--- src/rtl/periph_pkg.sv ---
/*
 * Peripheral bus definitions
 * Address layout of the user and simple regions, slot numbers,
 * register offsets and the two views of the peripheral address.
 */

`default_nettype none

package periph_pkg;

    // Bus widths
    localparam int addr_w     = 11;
    localparam int data_w     = 32;
    localparam int pins_w     = 8;
    localparam int func_sel_w = 5;

    // Slot numbers within each region
    localparam logic [3:0] slot_gpio     = 4'd1;
    localparam logic [3:0] slot_edge_cnt = 4'd1;

    // GPIO register offsets, function selects are one word per pin
    localparam logic [5:0] gpio_off_out  = 6'h00;
    localparam logic [5:0] gpio_off_in   = 6'h04;
    localparam logic [5:0] gpio_off_func = 6'h20;

    // Edge counter byte offsets
    localparam logic [3:0] cnt_off_count = 4'd0;
    localparam logic [3:0] cnt_off_pin   = 4'd1;

    // Pins come out of reset driven by GPIO
    localparam logic [func_sel_w-1:0] func_sel_reset = {1'b0, slot_gpio};

    // Testbench wait limit for ready, in cycles
    localparam int bus_timeout_cycles = 16;

    // Region bit set selects the simple (byte) peripherals
    typedef union packed {
        struct packed {
            logic       region;
            logic [3:0] slot;
            logic [5:0] offset;
        } user;
        struct packed {
            logic       region;
            logic [1:0] unused;
            logic [3:0] slot;
            logic [3:0] offset;
        } simple;
    } periph_addr_u;

endpackage

`default_nettype wire
--- src/rtl/periph_top.sv ---
/*
 * Peripheral wrapper top level
 * Connects the bus controller, address decoder, GPIO pin block and
 * the edge counter to the core bus and the pins.
 */

`timescale 1ns/1ps
`default_nettype none

module periph_top
    import periph_pkg::*;
(
    input  wire logic              clk,
    input  wire logic              rst_n,
    input  wire logic [pins_w-1:0] i_ui_in,
    output wire logic [pins_w-1:0] o_uo_out,
    input  wire logic [addr_w-1:0] i_addr,
    input  wire logic [data_w-1:0] i_data,
    input  wire logic [1:0]        i_data_write_n,
    input  wire logic [1:0]        i_data_read_n,
    output wire logic [data_w-1:0] o_data,
    output wire logic              o_data_ready,
    input  wire logic              i_data_read_complete
);

    periph_addr_u      addr_view;
    logic              write_req;
    logic              gpio_wr;
    logic              cnt_wr;
    logic [data_w-1:0] periph_data;
    logic              periph_ready;
    logic [data_w-1:0] gpio_rdata;
    logic [7:0]        cnt_rdata;
    logic [pins_w-1:0] cnt_pins;

    assign addr_view = i_addr;

    periph_bus_ctrl u_bus_ctrl (
        .clk                  (clk),
        .rst_n                (rst_n),
        .i_data_write_n       (i_data_write_n),
        .i_data_read_n        (i_data_read_n),
        .i_data_read_complete (i_data_read_complete),
        .i_periph_data        (periph_data),
        .i_periph_ready       (periph_ready),
        .o_write_req          (write_req),
        .o_data               (o_data),
        .o_data_ready         (o_data_ready)
    );

    periph_addr_decode u_decode (
        .i_addr         (addr_view),
        .i_write_req    (write_req),
        .i_gpio_rdata   (gpio_rdata),
        .i_cnt_rdata    (cnt_rdata),
        .o_gpio_wr      (gpio_wr),
        .o_cnt_wr       (cnt_wr),
        .o_periph_data  (periph_data),
        .o_periph_ready (periph_ready)
    );

    gpio_pin_ctrl u_gpio (
        .clk        (clk),
        .rst_n      (rst_n),
        .i_wr       (gpio_wr),
        .i_offset   (addr_view.user.offset),
        .i_wdata    (i_data[7:0]),
        .i_ui_in    (i_ui_in),
        .i_cnt_pins (cnt_pins),
        .o_rdata    (gpio_rdata),
        .o_uo_out   (o_uo_out)
    );

    edge_counter u_edge_cnt (
        .clk      (clk),
        .rst_n    (rst_n),
        .i_wr     (cnt_wr),
        .i_offset (addr_view.simple.offset),
        .i_wdata  (i_data[7:0]),
        .i_ui_in  (i_ui_in),
        .o_rdata  (cnt_rdata),
        .o_uo_out (cnt_pins)
    );

endmodule

`default_nettype wire

--- src/rtl/edge_counter.sv ---
/*
 * Rising edge counter
 * Byte peripheral counting rising edges on one selectable input pin.
 * The count is also presented on the pin outputs.
 */

`timescale 1ns/1ps
`default_nettype none

module edge_counter
    import periph_pkg::*;
(
    input  wire logic              clk,
    input  wire logic              rst_n,
    input  wire logic              i_wr,
    input  wire logic [3:0]        i_offset,
    input  wire logic [7:0]        i_wdata,
    input  wire logic [pins_w-1:0] i_ui_in,
    output logic [7:0]             o_rdata,
    output logic [pins_w-1:0]      o_uo_out
);

    logic [pins_w-1:0] ui_prev_q;
    logic [7:0]        count_q;
    logic [2:0]        pin_sel_q;
    logic              rise;

    // Sampled during reset too, so no edge is seen on release
    always_ff @(posedge clk) begin
        ui_prev_q <= i_ui_in;
    end

    assign rise = i_ui_in[pin_sel_q] && !ui_prev_q[pin_sel_q];

    always_ff @(posedge clk) begin
        if (!rst_n) begin
            count_q   <= '0;
            pin_sel_q <= '0;
        end else begin
            // Load wins over a same-cycle edge
            if (i_wr && (i_offset == cnt_off_count)) begin
                count_q <= i_wdata;
            end else if (rise) begin
                count_q <= count_q + 8'd1;
            end
            if (i_wr && (i_offset == cnt_off_pin)) begin
                pin_sel_q <= i_wdata[2:0];
            end
        end
    end

    always_comb begin
        o_rdata = '0;
        if (i_offset == cnt_off_count) begin
            o_rdata = count_q;
        end else if (i_offset == cnt_off_pin) begin
            o_rdata = {5'b0, pin_sel_q};
        end
    end

    assign o_uo_out = count_q;

endmodule

`default_nettype wire

--- src/rtl/gpio_pin_ctrl.sv ---
/*
 * GPIO and pin control
 * Output register, per-pin function select and the output pin mux
 * that routes each pin from GPIO or the edge counter.
 */

`timescale 1ns/1ps
`default_nettype none

module gpio_pin_ctrl
    import periph_pkg::*;
(
    input  wire logic              clk,
    input  wire logic              rst_n,
    input  wire logic              i_wr,
    input  wire logic [5:0]        i_offset,
    input  wire logic [7:0]        i_wdata,
    input  wire logic [pins_w-1:0] i_ui_in,
    input  wire logic [pins_w-1:0] i_cnt_pins,
    output logic [data_w-1:0]      o_rdata,
    output logic [pins_w-1:0]      o_uo_out
);

    logic [pins_w-1:0]     gpio_out_q;
    logic [func_sel_w-1:0] func_sel_q [pins_w];
    logic                  func_hit;
    logic [2:0]            func_idx;

    // Function select words sit at 0x20..0x3c, one per pin
    assign func_hit = (i_offset >= gpio_off_func) && (i_offset[1:0] == 2'b00);
    assign func_idx = i_offset[4:2];

    always_ff @(posedge clk) begin
        if (!rst_n) begin
            gpio_out_q <= '0;
            for (int i = 0; i < pins_w; i++) begin
                func_sel_q[i] <= func_sel_reset;
            end
        end else if (i_wr) begin
            if (i_offset == gpio_off_out) begin
                gpio_out_q <= i_wdata;
            end
            if (func_hit) begin
                func_sel_q[func_idx] <= i_wdata[func_sel_w-1:0];
            end
        end
    end

    always_comb begin
        o_rdata = '0;
        if (i_offset == gpio_off_out) begin
            o_rdata[pins_w-1:0] = gpio_out_q;
        end else if (i_offset == gpio_off_in) begin
            o_rdata[pins_w-1:0] = i_ui_in;
        end else if (func_hit) begin
            o_rdata[func_sel_w-1:0] = func_sel_q[func_idx];
        end
    end

    // Top select bit picks the simple region, low bits the slot
    always_comb begin
        for (int i = 0; i < pins_w; i++) begin
            if (func_sel_q[i] == {1'b0, slot_gpio}) begin
                o_uo_out[i] = gpio_out_q[i];
            end else if (func_sel_q[i] == {1'b1, slot_edge_cnt}) begin
                o_uo_out[i] = i_cnt_pins[i];
            end else begin
                o_uo_out[i] = 1'b0;
            end
        end
    end

    for (genvar g = 0; g < pins_w; g++) begin : g_sel_chk
        assert property (@(posedge clk)
            $rose(rst_n) |-> (func_sel_q[g] == func_sel_reset));
    end

endmodule

`default_nettype wire

--- src/rtl/periph_addr_decode.sv ---
/*
 * Peripheral address decoder
 * Picks the user or simple view of the address, forms the write
 * strobes and muxes read data back from the selected slot.
 */

`timescale 1ns/1ps
`default_nettype none

module periph_addr_decode
    import periph_pkg::*;
(
    input  wire periph_addr_u      i_addr,
    input  wire logic              i_write_req,
    input  wire logic [data_w-1:0] i_gpio_rdata,
    input  wire logic [7:0]        i_cnt_rdata,
    output logic                   o_gpio_wr,
    output logic                   o_cnt_wr,
    output logic [data_w-1:0]      o_periph_data,
    output logic                   o_periph_ready
);

    logic is_simple;
    logic gpio_sel;
    logic cnt_sel;

    assign is_simple = i_addr.user.region;

    // Region bit decides which view of the slot field is valid
    assign gpio_sel = !is_simple && (i_addr.user.slot == slot_gpio);
    assign cnt_sel  = is_simple && (i_addr.simple.slot == slot_edge_cnt);

    assign o_gpio_wr = i_write_req && gpio_sel;
    assign o_cnt_wr  = i_write_req && cnt_sel;

    // Unmapped slots read as zero
    always_comb begin
        o_periph_data = '0;
        if (gpio_sel) begin
            o_periph_data = i_gpio_rdata;
        end else if (cnt_sel) begin
            o_periph_data = {{(data_w-8){1'b0}}, i_cnt_rdata};
        end
    end

    // Every kept peripheral answers immediately
    assign o_periph_ready = 1'b1;

endmodule

`default_nettype wire

--- src/rtl/periph_bus_ctrl.sv ---
/*
 * Peripheral bus controller
 * Turns the core's size codes into requests, registers the read data
 * and holds it until the core signals read complete.
 */

`timescale 1ns/1ps
`default_nettype none

module periph_bus_ctrl
    import periph_pkg::*;
(
    input  wire logic              clk,
    input  wire logic              rst_n,
    input  wire logic [1:0]        i_data_write_n,
    input  wire logic [1:0]        i_data_read_n,
    input  wire logic              i_data_read_complete,
    input  wire logic [data_w-1:0] i_periph_data,
    input  wire logic              i_periph_ready,
    output logic                   o_write_req,
    output logic [data_w-1:0]      o_data,
    output logic                   o_data_ready
);

    logic              read_req;
    logic              capture;
    // Idle when clear and hold when set
    logic              hold_q;
    logic              ready_q;
    logic [data_w-1:0] data_q;

    assign read_req    = (i_data_read_n != 2'b11);
    assign o_write_req = (i_data_write_n != 2'b11);
    assign capture     = !hold_q && read_req && i_periph_ready;

    always_ff @(posedge clk) begin
        if (!rst_n) begin
            hold_q  <= 1'b0;
            ready_q <= 1'b0;
        end else begin
            if (i_data_read_complete) begin
                hold_q <= 1'b0;
            end
            if (capture) begin
                hold_q <= 1'b1;
            end
            ready_q <= read_req && i_periph_ready;
        end
    end

    always_ff @(posedge clk) begin
        if (capture) begin
            data_q <= i_periph_data;
        end
    end

    assign o_data       = data_q;
    // Writes complete in the cycle they are requested
    assign o_data_ready = (ready_q && read_req) || o_write_req;

    // A read is acknowledged only while its captured data is held
    assert property (@(posedge clk) disable iff (!rst_n)
        (o_data_ready && !o_write_req) |-> (read_req && hold_q));

    assert property (@(posedge clk) disable iff (!rst_n)
        hold_q |=> $stable(o_data));

endmodule

`default_nettype wire

--- config.mk ---
export PLATFORM = sky130hd
export DESIGN_NAME = periph_top
export DESIGN_NICKNAME = d
export VERILOG_FILES = /design/src/rtl/periph_pkg.sv /design/src/rtl/periph_top.sv /design/src/rtl/edge_counter.sv /design/src/rtl/gpio_pin_ctrl.sv /design/src/rtl/periph_addr_decode.sv /design/src/rtl/periph_bus_ctrl.sv
export SDC_FILE = /design/constraint.sdc
export NUM_CORES = 1
export LEC_CHECK = 0
export BUFFER_PORTS_ARGS = -buffer_cell sky130_fd_sc_hd__buf_2
export CORE_ASPECT_RATIO = 0.8
export CORE_MARGIN = 1.5
export CORE_UTILIZATION = 40
export DETAILED_ROUTE_END_ITERATION = 6
export HOLD_SLACK_MARGIN = 0.06
export SETUP_SLACK_MARGIN = 0.2
export SLEW_MARGIN = 20
export SYNTH_ARGS = -nofsm -noshare
export SYNTH_HDL_FRONTEND = slang
export SYNTH_SLANG_ARGS = --single-unit
--- constraint.sdc ---
create_clock -name clk -period 3.2 [get_ports clk]
set_clock_uncertainty 0.05 [all_clocks]
set_input_delay 0.32 -clock clk [delete_from_list [all_inputs] [get_ports clk]]
set_output_delay 0.32 -clock clk [all_outputs]
set_load 0.02 [all_outputs]
==> results of run 1 <==
-- metal layers --
metal | wire length [µm] | vias up | GRT usage [%]
met2 | 4720 | 135 | 29.7
met4 | 75 | 0 | 5.02
li1 | - | 1461 | -
met1 | 4980 | 1522 | 30.2
met5 | 0 | - | 0
met3 | 845 | 8 | 4.90
-- worst max path at each step --
stage | end | slack [ps]
6_report | u_edge_cnt.o_uo_out[5] | 770
5_1_grt | u_edge_cnt.o_uo_out[5] | 620
4_1_cts | u_edge_cnt.o_uo_out[5] | 810
3_5_place_dp | u_gpio.func_sel_q[2][2] | 580
3_3_place_gp | u_gpio.func_sel_q[1][2] | 620
2_1_floorplan | u_gpio.func_sel_q[2][0] | 960
-- synth_stat cells, types with 5 or more instances --
cell type,count
mux4_2,10
nand3_1,13
nand2_2,5
mux2i_1,18
and2_1,32
a21oi_2,9
nand2b_1,18
a22oi_1,7
buf_2,5
edfxtp_1,48
nor2_1,13
dfxtp_1,29
o21ai_0,17
clkbuf_1,8
buf_4,24
or3_1,11
a21oi_1,5
nand2_1,24
inv_1,7
nor4_1,9
-- final cells by class --
cell class,instances,area (µm²)
Antenna cell,1,2.50
Clock buffer,14,295
Clock inverter,2,11.3
Fill cell,977,5440
Inverter,7,26.3
Multi-Input combinational cell,276,1950
Sequential cell,77,2020
Tap cell,140,175
Timing Repair Buffer,53,273
-- per-stage QoR --
step	setup slack [ps]	utilization (%)	power (mW)	cell area [µm²]
3_5_place_dp	583	43.6	1.36	4450
3_3_place_gp	624	43.5	1.36	4440
5_1_grt	619	46.6	2.45	4750
4_1_cts	808	46.6	2.37	4750
6_report	772	46.6	2.36	4760
2_1_floorplan	965	-	1.30	4250
-- power breakdown --
| part | internal (mW) | switching, mW | leakage (nW) |
|---|---|---|---|
| sequential | 1.10 | 0.0290 | 0.704 |
| clock | 0.636 | 0.383 | 0.154 |
| combinational | 0.0721 | 0.145 | 0.898 |
| total | 1.81 | 0.558 | 1.76 |
-- worst max-delay path: stages, from the launching register on --
cell and delay (ps):
dfxtp_1 380, or3b_2 500, nand3_1 80, nand4_1 500, or4_1 670, a31oi_1 180
-- cells in the final DEF, fill, tap and decap left out, drive strengths merged, types with 2 or more instances in the layout --
cell and n:
a31oi 4, clkbuf 14, nand3 13, nand2b 18, and2 32, o2bb2ai 2, o211ai 3, or3 11
mux2i 18, nor2 13, a21oi 14, and3 3, conb 24, dfxtp 29, a211oi 2, mux2 3
nor4 10, buf 53, nand2 29, o31ai 2, inv 8, o21ai 17, edfxtp 48, mux4 10
or4 5, or3b 5, a22oi 7, nor2b 2, o221ai 3, nor3 7, nand4 4
-- registers in the layout, indices dropped and copies added (netlist names) --
| signal | flops |
|---|---|
| u_edge_cnt.o_uo_out | 8 |
| u_edge_cnt.pin_sel_q | 3 |
| u_bus_ctrl.ready_q | 1 |
| u_bus_ctrl.o_data | 8 |
| u_gpio.func_sel_q | 40 |
| u_edge_cnt.ui_prev_q | 8 |
| u_gpio.gpio_out_q | 8 |
| u_bus_ctrl.hold_q | 1 |
-- logic make-up after synthesis --
kind of cell | count (synthesis) | share of synthesized area (%)
buffers and inverters | 47 | 6.90
DFF | 77 | 48.5
adders and majority gates | 1 | 0.300
AOI/OAI and AO/OA | 62 | 10.4
other | 1 | 0.0900
muxes | 31 | 10.5
and+or+nand+nor | 158 | 23.2
==> flow_summary.yaml, run 1 <==
synthesis:
  syn_inst: 377
  avgSynthCellArea_um2: 11.1
  synth_top_area_share_pct: 34.6
  ys.flop_type: "edfxtp_1"
  yosys_warnings: 0
  synth-seq-cells: 77
  synth_largest_area_cell: "edfxtp_1"
  yosysUniqueCellTypes: 57
  synthTopCellsByArea: "edfxtp_1, dfxtp_1, mux4_2, and2_1, mux2i_1"
  async_flop_share_pct: 0
  syn_area_um2: 4170
  synth_seq_area_share_pct: 48.5
  synth-edff-count: 48
hold_path:
  holdPathEnd: "u_edge_cnt.ui_prev_q[2]"
  min_delay_path_depth: 1
  hp-start: "i_ui_in[2]"
  hp-class: "input pin to flop"
floorplan:
  core.rowCount: 33
  initial_core_util_pct: 40.9
  fp.dieArea_um2: 11000
  die_h_um: 94.3
  die_x_um: 117
  coreArea_um2: 10200
  boundaryPins: 99
pwr:
  ir_worst_vdd_v: 0.000307
  p_leak_nw: 1.76
  power_density_nw_per_um2: 497
clock_network:
  cts.clk_slew.worst_paths_ps: 60
  cts.sinks: 77
  cts_resized: 0
  insertion_delay_ps: 330
  post-cts-setup-buffer-count: 0
  cts_buffers: 9
  tritoncts: "built"
  h-tree-depth: 3
  cts_root_buffer: "clkbuf_16"
  cts_hold_buffers: 0
  clk_path_buf_depth: 2
detailed_routing:
  wire_per_inst_um: 18.6
  first_pass_iters: 5
  viasPerCell: 5.48
  ant_nets: 0
  routed_wl_um: 10600
  route.detailed.drc: 0
  drt_iter0_markers: 304
  vias: 3126
sta:
  period_share_pct: 75.9
  fin_crit_ps: 2430
  finalSetupViolations: 0
  rsz0062_at_grt: "no"
  hold_viol: 0
  holdWs_ps: 77.5
  drv_slew: 0
  max_freq_mhz: 412
  finalSetupTns_ps: 0
  slew_headroom_pct: 41.8
  worstMarginPinSlew_ps: 874
worst_setup_path:
  endpoint_kind: "flop"
  start_kind: "flop"
  r2r_setup_slack_ps: 770
  crit_required_ps: 3410
  crit_type: "flop to flop"
  worstPathArrival_ps: 2640
  rr_endpoint: "u_edge_cnt.o_uo_out[5]"
  cp-startpoint: "u_edge_cnt.pin_sel_q[0]"
  reg2reg_from: "u_edge_cnt.pin_sel_q[0]"
  critical_path_peak_fanout: 16
  ff2ff_path_depth: 5
global_route:
  overflow: 0
  grt_max_degree: 19
  grt_pass1_vias: 2856
  grt_pass1_wl_um: 16200
  antenna_found_initial: 1
  track_usage_pct: 20.3
status:
  outcome: "finished, final reports clean"
layout:
  final_nets: 483
  layout-drive-gt1-share_pct: 24.9
  area_delta_synth_final_pct: 14.1
  final_cells: 570
place:
  gp_congestion: 0.902
  dp.cells: 553
  port_buffers: 50
  post-dp-hpwl_um: 7780
run:
  maxCapViolations: 0
Power figures use the tool's default switching activity.
==> run 2: changes to the inputs <==
clock period = 2.5 ns   (was 3.2 ns; I/O delays follow)
==> flow_summary.yaml, run 2 (synthesis results as in run 1) <==
clock_network:
  tritoncts: "built"
  cts.clk_slew.worst_paths_ps: 60
  h-tree-depth: 3
  insertion_delay_ps: 340
  clk_path_buf_depth: 2
  cts_root_buffer: "clkbuf_16"
  cts.sinks: 77
  cts_buffers: 9
layout:
  seq_area_um2: 2020
  n_antenna_cell: 0
  largest_reg_flops: 40
  final_nets: 514
  final_cell_mix: "buf_2, edfxtp_1, and2_1"
  layout-drive-gt1-share_pct: 28.0
  final_cells: 600
  multiInputGateArea_um2: 1970
  area_delta_synth_final_pct: 21.0
  final_common_cell: "buf_2"
  top_register: "u_gpio.func_sel_q"
  n_fill_cell: 974
worst_setup_path:
  endpoint_kind: "flop"
  critical_path_peak_fanout: 7
  start_kind: "input pin"
  crit_type: "input pin to flop"
  worstPathArrival_ps: 2420
  crit_required_ps: 2670
detailed_routing:
  drt_iter0_markers: 338
  vias: 3268
  route.detailed.drc: 0
  first_pass_iters: 5
  wire_per_inst_um: 18.5
  viasPerCell: 5.45
  routed_wl_um: 11100
  ant_nets: 0
run:
  maxCapViolations: 0
global_route:
  antenna_found_initial: 1
  grt_pass1_wl_um: 16700
  grt_max_degree: 19
  grt_pass1_vias: 2990
  overflow: 0
  track_usage_pct: 21.1
sta:
  rsz0062_at_grt: "no"
  finalSetupViolations: 0
  max_freq_mhz: 445
  slew_headroom_pct: 45.1
  worstMarginPinSlew_ps: 824
  period_share_pct: 90.0
  fin_crit_ps: 2250
  hold_viol: 0
  drv_slew: 0
  finalSetupTns_ps: 0
floorplan:
  die_x_um: 117
  die_h_um: 94.3
  boundaryPins: 99
  core.rowCount: 33
  fp.dieArea_um2: 11000
  initial_core_util_pct: 40.9
  coreArea_um2: 10200
pwr:
  power_density_nw_per_um2: 612
  seqPwrFrac_pct: 46.7
  p_int_mw: 2.36
  clockPowerShare_pct: 43.0
  p_sw_share_pct: 23.6
  ir_worst_vdd_v: 0.000322
  pwr-share-comb_pct: 10.3
  p_sw_mw: 0.727
  p_leak_nw: 1.91
hold_path:
  hp-class: "input pin to flop"
place:
  post-dp-hpwl_um: 8080
  gp_congestion: 0.884
  port_buffers: 50
  dp.cells: 568
status:
  outcome: "finished, final reports clean"
-- run 2: cell count changes in the layout (fill, tap and decap cells not counted), sizes merged --
| cell | change |
|---|---|
| buf | +19 |
| dlygate4sd3 | +11 |
| clkdlybuf4s15 | +1 |
| diode | -1 |
-- run 2: layout make-up --
type / instances / share of cell area, %
flip-flops and latches: 77 / 40.1
multi-input cells: 276 / 39.0
repair buffers: 84 / 10.7
clock buffers: 14 / 5.96
well taps: 140 / 3.47
inverters: 7 / 0.521
clock inverters: 2 / 0.223
-- run 2: worst paths after layout --
path / startpoint / to / slack (ps) / depth (start not counted)
max: i_ui_in[0] / u_edge_cnt.o_uo_out[3] / 250 / 8
min: i_data[6] / u_edge_cnt.o_uo_out[6] / 110 / 3
max reg2reg: u_edge_cnt.pin_sel_q[0] / u_edge_cnt.o_uo_out[3] / 360 / 6
min reg2reg: u_bus_ctrl.hold_q / u_bus_ctrl.hold_q / 420 / 1
-- run 2: repair_timing --
action / in CTS / in global routing
buffers inserted: 0 / 4
endpoints found under the hold margin: 10 / 0
hold buffers: 11 / 0
setup endpoints to repair: 0 / 1
gates resized for setup: 0 / 5
-- run 2: power groups by stage --
stage	Combinational [mW]	Sequential, mW	Clock [mW]
3_3_place_gp	0.287	1.47	0
2_1_floorplan	0.199	1.46	0
5_1_grt	0.343	1.45	1.41
6_report	0.318	1.44	1.33
4_1_cts	0.305	1.44	1.35
3_5_place_dp	0.291	1.47	0
-- run 2: through the flow --
| stage | power, mW | worst slack, ps | hold slack (ps) | area (µm²) | util (%) |
|---|---|---|---|---|---|
| 3_3_place_gp | 1.75 | 245 | 343 | 4550 | 44.6 |
| 4_1_cts | 3.10 | 296 | 112 | 4970 | 48.8 |
| 5_1_grt | 3.20 | 201 | 119 | 5040 | 49.4 |
| 3_5_place_dp | 1.76 | 209 | 341 | 4550 | 44.6 |
| 2_1_floorplan | 1.66 | 335 | 228 | 4250 | - |
| 6_report | 3.09 | 251 | 114 | 5040 | 49.4 |
-- run 2: worst max-delay path, cell delays in order --
cell and delay [ps]:
dlygate4sd3_1 530, buf_2 120, or3b_4 380, a22oi_2 250, a31oi_4 140, buf_6 160, o311a_1 340, a221o_1 250
-- run 2: metal layers --
layer,up-vias,part of all wire (%),wire length [µm],GRT usage [%]
li1,1526,-,-,-
met1,1577,45,5050,30.0
met2,150,45,4980,31.6
met3,15,8.3,923,5.55
met4,0,1.4,150,6.43
met5,-,0,0,0
